$ cat config.mk
export PLATFORM = sky130hd
export DESIGN_NAME = tensor_load_unit
export DESIGN_NICKNAME = d
export VERILOG_FILES = /design/src/rtl/tau_cfg_pkg.sv /design/src/rtl/sram_req_if.sv /design/src/rtl/local_sram.sv /design/src/rtl/sram_port_arbiter.sv /design/src/rtl/sram_vector_reader.sv /design/src/rtl/sram_write_collector.sv /design/src/rtl/tensor_load_unit.sv
export SDC_FILE = /design/constraint.sdc
export NUM_CORES = 1
export LEC_CHECK = 0
export BUFFER_PORTS_ARGS = -buffer_cell sky130_fd_sc_hd__buf_4
export CORE_UTILIZATION = 40
export DETAILED_ROUTE_END_ITERATION = 8
export RECOVER_POWER = 25
export SKIP_LAST_GASP = 1
export SLEW_MARGIN = 10
export SYNTH_ARGS = -nofsm -noshare
export SYNTH_HDL_FRONTEND = slang
export SYNTH_HIERARCHICAL = 1
export SYNTH_SLANG_ARGS = --single-unit
$ cat constraint.sdc
create_clock -name i_clk -period 4.8 [get_ports i_clk]
set_clock_uncertainty 0.2 [all_clocks]
set_input_delay 0.24 -clock i_clk [delete_from_list [all_inputs] [get_ports i_clk]]
set_output_delay 0.24 -clock i_clk [all_outputs]
set_load 0.02 [all_outputs]
$ cat src/rtl/tau_cfg_pkg.sv
//====================
// Shared geometry defaults, command codes and collector states
//====================
package tau_cfg_pkg;

	//====================
	// Geometry defaults
	//====================
	// Bits per data word
	localparam int DATA_BW = 8;
	// Words per scratchpad vector
	localparam int VSIZE = 4;
	// Words per DRAM burst
	localparam int CSIZE = 4;
	// Word-granular local address width
	localparam int LOCAL_ADDR_BW = 6;
	// Entries in the load size table
	localparam int N_ICFG = 2;
	localparam int ICFG_BW = $clog2(N_ICFG);

	//====================
	// Codes
	//====================
	typedef enum logic [1:0] {
		CMD_COPY  = 2'd0,
		CMD_BCAST = 2'd1,
		CMD_ZERO  = 2'd2
	} cmd_type_e;

	// Bit positions of the one-hot collector state vector
	typedef enum int {FREE = 0, RUN = 1, COMMIT = 2} collector_state_e;

endpackage

$ cat src/rtl/sram_req_if.sv
//====================
// One requester's access to the shared scratchpad port
//====================
`timescale 1ns/10ps

interface sram_req_if #(
	parameter ADDR_BW = 4,
	// Full vector width in bits
	parameter VEC_BW = 32
);

	// One-cycle access strobe
	logic req;
	logic we;
	logic [ADDR_BW-1:0] addr;
	logic [VEC_BW-1:0] wdata;
	// Grant, in the same cycle as req
	logic gnt;
	// Read data, one cycle after the grant
	logic [VEC_BW-1:0] rdata;

	modport requester (
		output req,
		output we,
		output addr,
		output wdata,
		input  gnt,
		input  rdata
	);

	modport arbiter (
		input  req,
		input  we,
		input  addr,
		input  wdata,
		output gnt,
		output rdata
	);

endinterface

$ cat src/rtl/local_sram.sv
//====================
// Vector-wide scratchpad, one registered port
//====================
`timescale 1ns/10ps

module local_sram #(
	parameter DATA_BW = tau_cfg_pkg::DATA_BW,
	parameter VSIZE = tau_cfg_pkg::VSIZE,
	parameter LOCAL_ADDR_BW = tau_cfg_pkg::LOCAL_ADDR_BW
) (
	input  logic i_clk,
	input  logic i_en,
	input  logic i_we,
	input  logic [LOCAL_ADDR_BW-$clog2(VSIZE)-1:0] i_addr,
	input  logic [VSIZE*DATA_BW-1:0] i_wdata,
	output logic [VSIZE*DATA_BW-1:0] o_rdata
);

	localparam DEPTH = 2 ** (LOCAL_ADDR_BW - $clog2(VSIZE));

	logic [VSIZE*DATA_BW-1:0] mem [DEPTH];

	// A write leaves the last read data in place
	always_ff @(posedge i_clk) begin
		if (i_en) begin
			if (i_we) begin
				mem[i_addr] <= i_wdata;
			end else begin
				o_rdata <= mem[i_addr];
			end
		end
	end

endmodule

$ cat src/rtl/sram_port_arbiter.sv
//====================
// Fixed-priority arbiter onto the single scratchpad port
//====================
`timescale 1ns/10ps

module sram_port_arbiter #(
	parameter DATA_BW = tau_cfg_pkg::DATA_BW,
	parameter VSIZE = tau_cfg_pkg::VSIZE,
	parameter LOCAL_ADDR_BW = tau_cfg_pkg::LOCAL_ADDR_BW
) (
	input  logic i_clk,
	input  logic i_rst,
	sram_req_if.arbiter i_hi,
	sram_req_if.arbiter i_lo,
	output logic o_en,
	output logic o_we,
	output logic [LOCAL_ADDR_BW-$clog2(VSIZE)-1:0] o_addr,
	output logic [VSIZE*DATA_BW-1:0] o_wdata,
	input  logic [VSIZE*DATA_BW-1:0] i_rdata
);

	//====================
	// Grant
	//====================
	// High side never waits
	assign i_hi.gnt = i_hi.req;
	assign i_lo.gnt = i_lo.req && !i_hi.req;

	//====================
	// Port mux
	//====================
	assign o_en = i_hi.req || i_lo.req;
	assign o_we = i_hi.req ? i_hi.we : (i_lo.req && i_lo.we);
	assign o_addr = i_hi.req ? i_hi.addr : i_lo.addr;
	assign o_wdata = i_hi.req ? i_hi.wdata : i_lo.wdata;

	// Each side knows from its own grant whether the data is meant for it
	assign i_hi.rdata = i_rdata;
	assign i_lo.rdata = i_rdata;

	a_single_grant: assert property (@(posedge i_clk) disable iff (!i_rst)
		!(i_hi.gnt && i_lo.gnt));

endmodule

$ cat src/rtl/sram_vector_reader.sv
//====================
// External vector reads through the shared scratchpad port
//====================
`timescale 1ns/10ps

module sram_vector_reader #(
	parameter DATA_BW = tau_cfg_pkg::DATA_BW,
	parameter VSIZE = tau_cfg_pkg::VSIZE,
	parameter LOCAL_ADDR_BW = tau_cfg_pkg::LOCAL_ADDR_BW
) (
	input  logic i_clk,
	input  logic i_rst,
	input  logic i_rd_rdy,
	output logic o_rd_ack,
	input  logic [LOCAL_ADDR_BW-$clog2(VSIZE)-1:0] i_rd_addr,
	output logic o_rd_dval,
	output logic [DATA_BW-1:0] o_rd_data [VSIZE],
	sram_req_if.requester o_rd
);

	logic dval_r;
	logic [DATA_BW-1:0] data_r [VSIZE];

	// Request stays up until the arbiter finds a free cycle
	assign o_rd.req = i_rd_rdy;
	assign o_rd.we = 1'b0;
	assign o_rd.addr = i_rd_addr;
	assign o_rd.wdata = '0;
	assign o_rd_ack = i_rd_rdy && o_rd.gnt;
	assign o_rd_dval = dval_r;

	always_ff @(posedge i_clk or negedge i_rst) begin
		if (!i_rst) begin
			dval_r <= 1'b0;
		end else begin
			dval_r <= o_rd_ack;
		end
	end

	// Returned vector is held after the valid cycle
	always_ff @(posedge i_clk) begin
		if (dval_r) begin
			for (int i = 0; i < VSIZE; i++) begin
				data_r[i] <= o_rd.rdata[i*DATA_BW +: DATA_BW];
			end
		end
	end

	always_comb begin
		for (int i = 0; i < VSIZE; i++) begin
			o_rd_data[i] = dval_r ? o_rd.rdata[i*DATA_BW +: DATA_BW] : data_r[i];
		end
	end

	a_dval_after_ack: assert property (@(posedge i_clk) disable iff (!i_rst)
		o_rd_dval == $past(o_rd_ack));

endmodule

$ cat src/rtl/sram_write_collector.sv
//====================
// Load allocation, command walk and burst word alignment
// Packs aligned words into vector writes and reports done
//====================
`timescale 1ns/10ps

module sram_write_collector #(
	parameter DATA_BW = tau_cfg_pkg::DATA_BW,
	parameter VSIZE = tau_cfg_pkg::VSIZE,
	parameter CSIZE = tau_cfg_pkg::CSIZE,
	parameter LOCAL_ADDR_BW = tau_cfg_pkg::LOCAL_ADDR_BW
) (
	input  logic i_clk,
	input  logic i_rst,
	input  logic i_alloc_rdy,
	output logic o_alloc_ack,
	input  logic [LOCAL_ADDR_BW-1:0] i_linear,
	input  logic [tau_cfg_pkg::ICFG_BW-1:0] i_linear_id,
	input  logic [LOCAL_ADDR_BW:0] i_sizes [tau_cfg_pkg::N_ICFG],
	input  logic i_cmd_rdy,
	output logic o_cmd_ack,
	input  logic [1:0] i_cmd_type,
	input  logic i_cmd_islast,
	input  logic [$clog2(CSIZE)-1:0] i_cmd_addrofs,
	input  logic [$clog2(VSIZE+1)-1:0] i_cmd_len,
	input  logic i_dramrd_rdy,
	output logic o_dramrd_ack,
	input  logic [DATA_BW-1:0] i_dramrd [CSIZE],
	output logic o_done_rdy,
	input  logic i_done_ack,
	output logic [LOCAL_ADDR_BW-1:0] o_linear,
	output logic [tau_cfg_pkg::ICFG_BW-1:0] o_linear_id,
	sram_req_if.requester o_wr
);

	localparam CV_BW = $clog2(VSIZE);
	localparam CV_BW1 = $clog2(VSIZE+1);
	localparam CC_BW = $clog2(CSIZE);
	localparam OFS_BW = CC_BW + CV_BW1;
	localparam WIDE_BW = (CSIZE + VSIZE) * DATA_BW;
	localparam logic [tau_cfg_pkg::COMMIT:0] ST_RESET = 1 << tau_cfg_pkg::FREE;

	logic [tau_cfg_pkg::COMMIT:0] state_r;
	logic [tau_cfg_pkg::COMMIT:0] state_w;
	logic [LOCAL_ADDR_BW-1:0] cur_r;
	logic [LOCAL_ADDR_BW-1:0] cur_w;
	logic [CV_BW1-1:0] handled_r;
	logic [CV_BW1-1:0] handled_w;
	logic [LOCAL_ADDR_BW:0] filled_r;
	logic [LOCAL_ADDR_BW:0] filled_w;
	logic [LOCAL_ADDR_BW:0] filled_nxt;
	logic [LOCAL_ADDR_BW:0] size_r;
	logic [CV_BW-1:0] pos;
	logic [CV_BW1-1:0] buf_left;
	logic [CV_BW1-1:0] cmd_left;
	logic [CV_BW1-1:0] seg_len;
	logic cmd_fits;
	logic vec_full;
	logic fill_done;
	logic need_burst;
	logic consume;
	logic vec_write;
	logic [CSIZE*DATA_BW-1:0] burst_flat;
	logic [WIDE_BW-1:0] burst_wide;
	logic [WIDE_BW-1:0] burst_shr;
	logic [WIDE_BW-1:0] burst_shl;
	logic [OFS_BW-1:0] src_ofs;
	logic [VSIZE-1:0] lane_mask;
	logic [DATA_BW-1:0] lane_data [VSIZE];
	logic [DATA_BW-1:0] vec_r [VSIZE];
	logic [LOCAL_ADDR_BW-CV_BW-1:0] hiaddr_r;
	logic req_r;

	//====================
	// Segment geometry
	//====================
	assign pos = cur_r[CV_BW-1:0];
	assign buf_left = CV_BW1'(VSIZE) - CV_BW1'(pos);
	assign cmd_left = i_cmd_len - handled_r;
	assign cmd_fits = cmd_left <= buf_left;
	assign vec_full = cmd_left >= buf_left;
	assign seg_len = cmd_fits ? cmd_left : buf_left;
	assign filled_nxt = filled_r + (LOCAL_ADDR_BW+1)'(seg_len);
	assign fill_done = filled_nxt == size_r;

	// Zero-fill needs the burst only to release it on the last command
	assign need_burst = i_cmd_islast || (i_cmd_type != tau_cfg_pkg::CMD_ZERO);
	assign consume = state_r[tau_cfg_pkg::RUN] && i_cmd_rdy && (!need_burst || i_dramrd_rdy);
	// A partial vector at the end of the load is flushed as well
	assign vec_write = consume && (vec_full || fill_done);
	assign lane_mask = ~({VSIZE{1'b1}} << seg_len) << pos;

	assign o_done_rdy = state_r[tau_cfg_pkg::COMMIT];

	//====================
	// FSM
	//====================
	always_comb begin
		state_w = '0;
		o_alloc_ack = 1'b0;
		o_cmd_ack = 1'b0;
		o_dramrd_ack = 1'b0;
		cur_w = cur_r;
		handled_w = handled_r;
		filled_w = filled_r;
		unique case (1'b1)
			state_r[tau_cfg_pkg::FREE]: begin
				if (i_alloc_rdy) begin
					o_alloc_ack = 1'b1;
					cur_w = i_linear;
					handled_w = '0;
					filled_w = '0;
					state_w[tau_cfg_pkg::RUN] = 1'b1;
				end else begin
					state_w[tau_cfg_pkg::FREE] = 1'b1;
				end
			end
			state_r[tau_cfg_pkg::RUN]: begin
				if (consume) begin
					cur_w = cur_r + LOCAL_ADDR_BW'(seg_len);
					o_cmd_ack = cmd_fits;
					handled_w = cmd_fits ? '0 : handled_r + seg_len;
					o_dramrd_ack = cmd_fits && i_cmd_islast;
					filled_w = filled_nxt;
					if (fill_done) begin
						state_w[tau_cfg_pkg::COMMIT] = 1'b1;
					end else begin
						state_w[tau_cfg_pkg::RUN] = 1'b1;
					end
				end else begin
					state_w[tau_cfg_pkg::RUN] = 1'b1;
				end
			end
			state_r[tau_cfg_pkg::COMMIT]: begin
				if (i_done_ack) begin
					state_w[tau_cfg_pkg::FREE] = 1'b1;
				end else begin
					state_w[tau_cfg_pkg::COMMIT] = 1'b1;
				end
			end
			default: begin
				state_w[tau_cfg_pkg::FREE] = 1'b1;
			end
		endcase
	end

	//====================
	// Word alignment
	//====================
	always_comb begin
		for (int i = 0; i < CSIZE; i++) begin
			burst_flat[i*DATA_BW +: DATA_BW] = i_dramrd[i];
		end
		burst_wide = {{(VSIZE*DATA_BW){1'b0}}, burst_flat};
		src_ofs = OFS_BW'(i_cmd_addrofs) + OFS_BW'(handled_r);
		// Source word to lane 0, then up to the vector position
		burst_shr = burst_wide >> (src_ofs * DATA_BW);
		burst_shl = burst_shr << (pos * DATA_BW);
		for (int i = 0; i < VSIZE; i++) begin
			case (i_cmd_type)
				tau_cfg_pkg::CMD_COPY: lane_data[i] = burst_shl[i*DATA_BW +: DATA_BW];
				tau_cfg_pkg::CMD_BCAST: lane_data[i] = i_dramrd[i_cmd_addrofs];
				default: lane_data[i] = '0;
			endcase
		end
	end

	always_comb begin
		for (int i = 0; i < VSIZE; i++) begin
			o_wr.wdata[i*DATA_BW +: DATA_BW] = vec_r[i];
		end
	end

	assign o_wr.req = req_r;
	assign o_wr.we = 1'b1;
	assign o_wr.addr = hiaddr_r;

	//====================
	// Registers
	//====================
	always_ff @(posedge i_clk or negedge i_rst) begin
		if (!i_rst) begin
			state_r <= ST_RESET;
			cur_r <= '0;
			handled_r <= '0;
			filled_r <= '0;
			req_r <= 1'b0;
		end else begin
			state_r <= state_w;
			cur_r <= cur_w;
			handled_r <= handled_w;
			filled_r <= filled_w;
			req_r <= vec_write;
		end
	end

	always_ff @(posedge i_clk or negedge i_rst) begin
		if (!i_rst) begin
			size_r <= '0;
			o_linear <= '0;
			o_linear_id <= '0;
		end else if (o_alloc_ack) begin
			size_r <= i_sizes[i_linear_id];
			o_linear <= i_linear;
			o_linear_id <= i_linear_id;
		end
	end

	// Lanes not written after a vector goes out start again from zero
	always_ff @(posedge i_clk) begin
		if (vec_write) begin
			hiaddr_r <= cur_r[LOCAL_ADDR_BW-1:CV_BW];
		end
		for (int i = 0; i < VSIZE; i++) begin
			if (consume && lane_mask[i]) begin
				vec_r[i] <= lane_data[i];
			end else if (req_r || o_alloc_ack) begin
				vec_r[i] <= '0;
			end
		end
	end

	a_state_onehot: assert property (@(posedge i_clk) disable iff (!i_rst)
		$onehot(state_r));
	a_cmd_ack_in_run: assert property (@(posedge i_clk) disable iff (!i_rst)
		o_cmd_ack |-> state_r[tau_cfg_pkg::RUN]);

endmodule

$ cat src/rtl/tensor_load_unit.sv
//====================
// Tensor load unit top level
// Collector and reader share the scratchpad through the arbiter
//====================
`timescale 1ns/10ps

module tensor_load_unit #(
	parameter DATA_BW = tau_cfg_pkg::DATA_BW,
	parameter VSIZE = tau_cfg_pkg::VSIZE,
	parameter CSIZE = tau_cfg_pkg::CSIZE,
	parameter LOCAL_ADDR_BW = tau_cfg_pkg::LOCAL_ADDR_BW
) (
	input  logic i_clk,
	input  logic i_rst,
	input  logic i_alloc_rdy,
	output logic o_alloc_ack,
	input  logic [LOCAL_ADDR_BW-1:0] i_linear,
	input  logic [tau_cfg_pkg::ICFG_BW-1:0] i_linear_id,
	input  logic [LOCAL_ADDR_BW:0] i_sizes [tau_cfg_pkg::N_ICFG],
	input  logic i_cmd_rdy,
	output logic o_cmd_ack,
	input  logic [1:0] i_cmd_type,
	input  logic i_cmd_islast,
	input  logic [$clog2(CSIZE)-1:0] i_cmd_addrofs,
	input  logic [$clog2(VSIZE+1)-1:0] i_cmd_len,
	input  logic i_dramrd_rdy,
	output logic o_dramrd_ack,
	input  logic [DATA_BW-1:0] i_dramrd [CSIZE],
	output logic o_done_rdy,
	input  logic i_done_ack,
	output logic [LOCAL_ADDR_BW-1:0] o_linear,
	output logic [tau_cfg_pkg::ICFG_BW-1:0] o_linear_id,
	input  logic i_rd_rdy,
	output logic o_rd_ack,
	input  logic [LOCAL_ADDR_BW-$clog2(VSIZE)-1:0] i_rd_addr,
	output logic o_rd_dval,
	output logic [DATA_BW-1:0] o_rd_data [VSIZE]
);

	localparam VA_BW = LOCAL_ADDR_BW - $clog2(VSIZE);
	localparam VEC_BW = VSIZE * DATA_BW;

	logic sram_en;
	logic sram_we;
	logic [VA_BW-1:0] sram_addr;
	logic [VEC_BW-1:0] sram_wdata;
	logic [VEC_BW-1:0] sram_rdata;

	sram_req_if #(.ADDR_BW(VA_BW), .VEC_BW(VEC_BW)) wr_if ();
	sram_req_if #(.ADDR_BW(VA_BW), .VEC_BW(VEC_BW)) rd_if ();

	sram_write_collector #(
		.DATA_BW(DATA_BW),
		.VSIZE(VSIZE),
		.CSIZE(CSIZE),
		.LOCAL_ADDR_BW(LOCAL_ADDR_BW)
	) u_collector (
		.i_clk(i_clk),
		.i_rst(i_rst),
		.i_alloc_rdy(i_alloc_rdy),
		.o_alloc_ack(o_alloc_ack),
		.i_linear(i_linear),
		.i_linear_id(i_linear_id),
		.i_sizes(i_sizes),
		.i_cmd_rdy(i_cmd_rdy),
		.o_cmd_ack(o_cmd_ack),
		.i_cmd_type(i_cmd_type),
		.i_cmd_islast(i_cmd_islast),
		.i_cmd_addrofs(i_cmd_addrofs),
		.i_cmd_len(i_cmd_len),
		.i_dramrd_rdy(i_dramrd_rdy),
		.o_dramrd_ack(o_dramrd_ack),
		.i_dramrd(i_dramrd),
		.o_done_rdy(o_done_rdy),
		.i_done_ack(i_done_ack),
		.o_linear(o_linear),
		.o_linear_id(o_linear_id),
		.o_wr(wr_if)
	);

	sram_vector_reader #(
		.DATA_BW(DATA_BW),
		.VSIZE(VSIZE),
		.LOCAL_ADDR_BW(LOCAL_ADDR_BW)
	) u_reader (
		.i_clk(i_clk),
		.i_rst(i_rst),
		.i_rd_rdy(i_rd_rdy),
		.o_rd_ack(o_rd_ack),
		.i_rd_addr(i_rd_addr),
		.o_rd_dval(o_rd_dval),
		.o_rd_data(o_rd_data),
		.o_rd(rd_if)
	);

	// Collector on the high side, reader waits for idle cycles
	sram_port_arbiter #(
		.DATA_BW(DATA_BW),
		.VSIZE(VSIZE),
		.LOCAL_ADDR_BW(LOCAL_ADDR_BW)
	) u_arbiter (
		.i_clk(i_clk),
		.i_rst(i_rst),
		.i_hi(wr_if),
		.i_lo(rd_if),
		.o_en(sram_en),
		.o_we(sram_we),
		.o_addr(sram_addr),
		.o_wdata(sram_wdata),
		.i_rdata(sram_rdata)
	);

	local_sram #(
		.DATA_BW(DATA_BW),
		.VSIZE(VSIZE),
		.LOCAL_ADDR_BW(LOCAL_ADDR_BW)
	) u_sram (
		.i_clk(i_clk),
		.i_en(sram_en),
		.i_we(sram_we),
		.i_addr(sram_addr),
		.i_wdata(sram_wdata),
		.o_rdata(sram_rdata)
	);

endmodule

# Word level (Yosys, flattened, before mapping)
# Memories as Yosys holds them, arrays and structs flattened. A register that Yosys moved wholly into a read port is not among the register bits.
# Index checks and enable logic that the tools add are counted.
word_totals:
  elab_cells: 131
  out_inout_bits: 45
  in_bits: 72
  ram_bits: 576
  romBits: 0
  regBits: 39
  latch_bits: 0
  n_memories: 3
classes:
  n_mul: 0
  muxes: 70
  div_mod_pow: 0
  bitwise_logic: 8
  n_reduce_logical: 21
  n_eq_ne: 5
  magnitude_cmp: 4
  shifts: 4
  addsub: 6
memory_table:
  columns: ["memory", "words", "width", "rd", "rd_ports_with_merged_regs", "wr", "line_no", "rtl"]
  rows:
  - ["u_sram.mem", 16, 32, 1, 1, 1, "local_sram.sv:21", "logic [VSIZE*DATA_BW-1:0] mem [DEPTH];"]
  - ["u_collector.vec_r", 4, 8, 4, 0, 4, "sram_write_collector.sv:70", "logic [DATA_BW-1:0] vec_r [VSIZE];"]
  - ["u_reader.data_r", 4, 8, 4, 0, 4, "sram_vector_reader.sv:22", "logic [DATA_BW-1:0] data_r [VSIZE];"]
op_table:
  columns: ["operator", "count"]
  rows:
  - ["8-bit two-way mux", 10]
  - ["8-bit case mux with 2 select lines", 4]
  - ["64-bit by 5-bit << shifter with 32-bit output", 1]
  - ["32-bit by 8-bit >> shifter with 64-bit output", 1]
  - ["1-bit two-way mux", 36]
  - ["7-bit two-way mux", 5]
  - ["32-bit two-way mux", 1]
  - ["8-bit binary-select mux with 2-bit select", 1]
  - ["7-bit case mux with 2 select lines", 1]
  - ["3-bit two-way mux", 4]
  - ["6-bit two-way mux", 2]
  - ["6-bit case mux with 2 select lines", 1]
  - ["1-bit logical AND", 10]
  - ["7-bit by 3-bit adder with 7-bit output", 1]
  - ["7-bit == test", 1]
  - ["6-bit by 3-bit adder with 6-bit output", 1]
  - ["2-bit inequality test, second input constant", 3]
  - ["3-bit case mux with 2 select lines", 1]
  - ["1-bit logical OR", 5]
  - ["2-bit by 3-bit adder with 4-bit output", 1]
  - ["4-bit two-way mux", 1]
  - ["4-bit NOT", 1]
  - ["1-bit OR", 4]
  - ["1-bit case mux with 2 select lines", 2]
  - ["19 further kinds", 20]

# Depth between registers and ports, before layout
depth:
  word_depth: 10
  ltp_mapped: 19
  mapped_depth_nobuf: 19

# Hierarchy
# The synthesis kept the hierarchy.
modules_own_cells:
  columns: ["mod", "seq_area_each_um2", "instances", "area_per_inst_um2", "cells_each"]
  rows:
  - ["local_sram", 16335.7, 1, 20216.9, 844]
  - ["sram_write_collector", 1853.0, 1, 5211.2, 542]
  - ["sram_vector_reader", 665.6, 1, 1505.2, 109]
  - ["sram_port_arbiter", 0.0, 1, 982.2, 108]

# Worst setup path before layout
# OpenSTA, ideal clock, no wires.
synth_path:
  kind: "register -> register"
  start: "register u_collector.req_r (netlist: u_collector/o_wr.req)"
  end: "memory u_sram/mem[0][0] (netlist bit), enable pin"
  synth_period_minus_slack_ns: 4.629
  path_slack_ns: 0.171
  setup_time_ns: 0.461
  t_arrival_ns: 3.968
  path_stages_with_launch: 8
  path_buffers: 4
  required_time_ns: 4.139
  path_cell_list: "dfrtp_1 buf_6 mux2_2 clkbuf_1 buf_6 buf_4 or3_1 nor3_1"
synth_between:
  elab_cells_between_ends: 6
  cone_classes: "5 x mux; 1 x reduce/logical"
synth_rtl:
  columns: ["element", "line_no", "rtl"]
  rows:
  - ["start: declaration", "sram_write_collector.sv:72", "logic req_r;"]
  - ["start signal: assignment", "sram_write_collector.sv:193", "req_r <= vec_write;"]
  - ["4-bit two-way mux", "sram_port_arbiter.sv:34", "assign o_addr = i_hi.req ? i_hi.addr : i_lo.addr;"]
  - ["via sram_addr[0]", "tensor_load_unit.sv:45", "logic [VA_BW-1:0] sram_addr;"]
  - ["end: declaration", "local_sram.sv:21", null]
# The timed path passes the listed nets, and every way through them passes these cells.

# Worst setup path after layout
layout_path:
  start: "register u_collector.handled_r[1]"
  end: "register u_collector.hiaddr_r[1] (netlist: u_collector/o_wr.addr[1]), enable pin"
layout_between:
  elab_chain_cells: 7
  elab_cells_between_ends: 8
  cone_classes: "2 x add/sub; 2 x order compare; 1 x eq/ne; 1 x mux; 2 x reduce/logical"
layout_rtl:
  columns: ["element", "line_no", "rtl"]
  rows:
  - ["start: declaration", "sram_write_collector.sv:47", "logic [CV_BW1-1:0] handled_r;"]
  - ["start signal: assignment", "sram_write_collector.sv:191", "handled_r <= handled_w;"]
  - ["3-bit subtractor (*)", "sram_write_collector.sv:79", "assign cmd_left = i_cmd_len - handled_r;"]
  - ["3-bit <= comparator", "sram_write_collector.sv:80", "assign cmd_fits = cmd_left <= buf_left;"]
  - ["3-bit two-way mux", "sram_write_collector.sv:82", "assign seg_len = cmd_fits ? cmd_left : buf_left;"]
  - ["7-bit by 3-bit adder with 7-bit output", "sram_write_collector.sv:83", "assign filled_nxt = filled_r + (LOCAL_ADDR_BW+1)'(seg_len);"]
  - ["7-bit == test", "sram_write_collector.sv:84", "assign fill_done = filled_nxt == size_r;"]
  - ["1-bit logical OR (*)", "sram_write_collector.sv:90", "assign vec_write = consume && (vec_full || fill_done);"]
  - ["1-bit logical AND (*)", "sram_write_collector.sv:90", null]
  - ["via u_collector.vec_write", "sram_write_collector.sv:62", "logic vec_write;"]
  - ["end signal: assignment", "sram_write_collector.sv:212", "hiaddr_r <= cur_r[LOCAL_ADDR_BW-1:CV_BW];"]
  - ["end: declaration", "sram_write_collector.sv:71", "logic [LOCAL_ADDR_BW-CV_BW-1:0] hiaddr_r;"]
# Mark *: on every way through the listed nets, which the timed path passes. The rest lies on a longest branch.
# A chain may end at the register's enable or synchronous reset.

==> metrics.csv <==
metric,value,unit
die height,265,µm
combinational share of power,29.2,%
first-pass GRT wire length,97300,µm
vias in the first global route,15400,
Post-CTS Setup Bufs,0,
Setup TNS Final,0,ns
Synthesis Warnings,6,
fraction of final layout cells sized beyond drive strength 1,26.5,%
drt pass-1 iters,7,
Synth Area per Inst,17.6,µm²
Power Internal,12.3,mW
Worst-Margin Slew,2.50,ns
fillcell total,5858,
Final ANT Viol Nets,0,
Crit Path Category,reg -> reg,
dpl ws,0.123,ns
vias per cell,5.55,
max cap viols,3,
Clk pwr share,28.6,%
unrepaired setup endpoints after global routing,no,
DR iter-0 viols,1076,
total CTS buffers,70,
type of the tightest min-delay check,in -> reg,
Area after DPL,29300,µm²
Crit-path slowest cell,fa_1,
Finished Cell Area,31700,µm²
"Core Util, Final",46.3,%
sw frac,31.2,%
# DRC,0,
CP peak stage delay,0.41,ns
largest net degree at the start of global routing,59,
Power Dens Cells,566,nW/µm²
Worst Hold Path Cells,5,
total vias in the final route,14700,
Initial Util,40.4,%
sequential share of power,42.1,%
Slew headroom,-66.8,%
met2 wire length,31100,µm
final-stage net count,1811,
WP depth,17,
switching power,5.60,mW
gr ovfl total,0,
io pins,117,
CP cell instances,inv_1 > fa_1 > xnor2_1 > xnor2_1 > inv_1 > ha_1 > and3b_1 > o21ai_2 > buf_4 > nand2_1 > o21ai_0 > fa_1 > a21oi_2 > or3_1 > a211oi_1 > nand4_1 > o21ai_2,
critical path peak fanout,8,
Wirelength per Cell,24.2,µm
M1 WL,27600,µm
n_diodes,0,
family with the most delay on the worst path,adder cells,
die area,70200,µm²
Setup WS post-layout,0.356,ns
Post-Syn Area,27700,µm²
violated checks,"max-capacitance violations, max-slew violations",
CP required,4.87,ns
All-Layer GR Usage,18.7,%
status,"complete, but fails checks",
clock root cell,clkbuf_16,
CORE AREA,68500,µm²
H-tree depth,3,
Bufs and invs on worst path,3,
min Tclk post-route,4.44,ns
final RePlAce weighted congestion,0.801,
CTS tree,built,
Post-DP HPWL,37500,µm
Crit. End Element,flop,
antenna violations before repair,4,
Startpoint Class,flop,
worst-case reg-to-reg path depth,17,
met3 wire len,3650,µm
# setup viols final,0,
Core Rows,96,
Post-Synthesis Cells,1570,
CP Data Arrival Time,4.52,ns
Sink Count,647,
WL final,64100,µm
CTS Buffer Depth,3,
uppermost layer routed,met5,
clock slew at reported path FFs,0.05,ns
FMAX,0.225,GHz
Max VDD drop,0.404,mV
Die Span X,265,µm
Slew Limit Fails,104,
period utilization,92.6,%
area grow syn2layout,14.6,%
final hold violation count,0,
Lkg Pwr,10.8,nW
IO buf count,116,
Clock Latency Late Sink,0.60,ns
cell type report:
| class | instances | area, µm² | area share, % |
|---|---|---|---|
| clock buffer | 92 | 1960 | 6.18 |
| clock inverter | 30 | 220 | 0.695 |
| inverter | 15 | 56.3 | 0.178 |
| multi-input combinational | 782 | 7850 | 24.7 |
| sequential | 647 | 18900 | 59.5 |
| tap | 882 | 1100 | 3.48 |
| timing repair buffer | 204 | 1660 | 5.24 |
registers in the layout, summed over array words and instances, names as in the netlist:
| signal | count |
|---|---|
| u_collector/handled_r | 3 |
| u_collector/o_wr.req | 1 |
| u_reader/data_r | 32 |
| u_sram/o_rdata | 32 |
| u_reader/o_rd_dval | 1 |
| u_collector/vec_r | 32 |
| u_sram/mem | 512 |
| u_collector/o_linear | 6 |
| u_collector/o_wr.addr | 4 |
| u_collector/o_linear_id | 1 |
| u_collector/state_r | 3 |
| u_collector/size_r | 7 |
| u_collector/filled_r | 7 |
| u_collector/cur_r | 6 |
tightest hold or removal path, cell delays in order:
cell     delay (ns)
buf_4          0.11
mux2i_1        0.07
nor2_1         0.08
o22ai_1        0.14
mux2i_1        0.13
per-stage QoR:
stage,cells,hold WS (ns),power [mW]
6_report,2652,0.0306,17.9
5_1_grt,2652,0.0285,18.8
4_1_cts,2652,0.00258,18.3
3_5_place_dp,2492,0.0413,13.1
3_3_place_gp,2492,0.0400,13.0
2_1_floorplan,1602,-0.256,11.5
per-layer routing:
metal / up-vias / GRT usage (%)
li1: 6506 / -
met1: 7673 / 25.0
met2: 429 / 30.7
met3: 110 / 3.71
met4: 2 / 5.86
met5: - / 0
cell usage in the layout (no fill, tap or decap), types with 11 or more instances in the layout:
cell / count
a21oi_1: 37
a22oi_1: 71
buf_4: 147
clkbuf_1: 28
clkbuf_16: 75
clkinv_1: 11
clkinv_2: 11
conb_1: 34
dfrtp_1: 33
dfxtp_1: 40
dlygate4sd3_1: 37
edfxtp_1: 572
ha_1: 13
inv_1: 13
mux2_1: 47
mux2_2: 36
mux2i_1: 36
mux4_2: 140
nand2_1: 97
nand3_1: 15
nand4_1: 12
nor2_1: 19
nor2_4: 12
nor3_1: 20
o21ai_0: 37
xnor2_1: 13
power groups by stage:
stage,Sequential (mW),Combinational [mW],Clock [mW]
2_1_floorplan,7.51,4.02,0
3_3_place_gp,7.67,5.30,0
3_5_place_dp,7.69,5.40,0
4_1_cts,7.58,5.45,5.25
5_1_grt,7.63,5.74,5.46
6_report,7.56,5.24,5.13
final timing paths:
| kind | from | endpoint | slack [ns] |
|---|---|---|---|
| max | u_collector/handled_r[1] | u_collector/o_wr.addr[1] | 0.36 |
| min | i_dramrd[6] | u_collector/vec_r[2][6] | 0.03 |
| max reg2reg | u_collector/handled_r[1] | u_collector/o_wr.addr[1] | 0.36 |
| min reg2reg | u_collector/vec_r[2][3] | u_collector/vec_r[2][3] | 0.26 |
| max in group asynchronous | i_rst | u_reader/o_rd_dval | 1.88 |
| min in group asynchronous | i_rst | u_collector/state_r[0] | 0.52 |
repair_timing:
item,4_1_cts,5_1_grt
hold buffers,38,0
resized for setup,0,5
setup endpoints to repair,0,5
hold endpoints to repair,65,0
No activity file was read; power rests on OpenSTA's default activity.
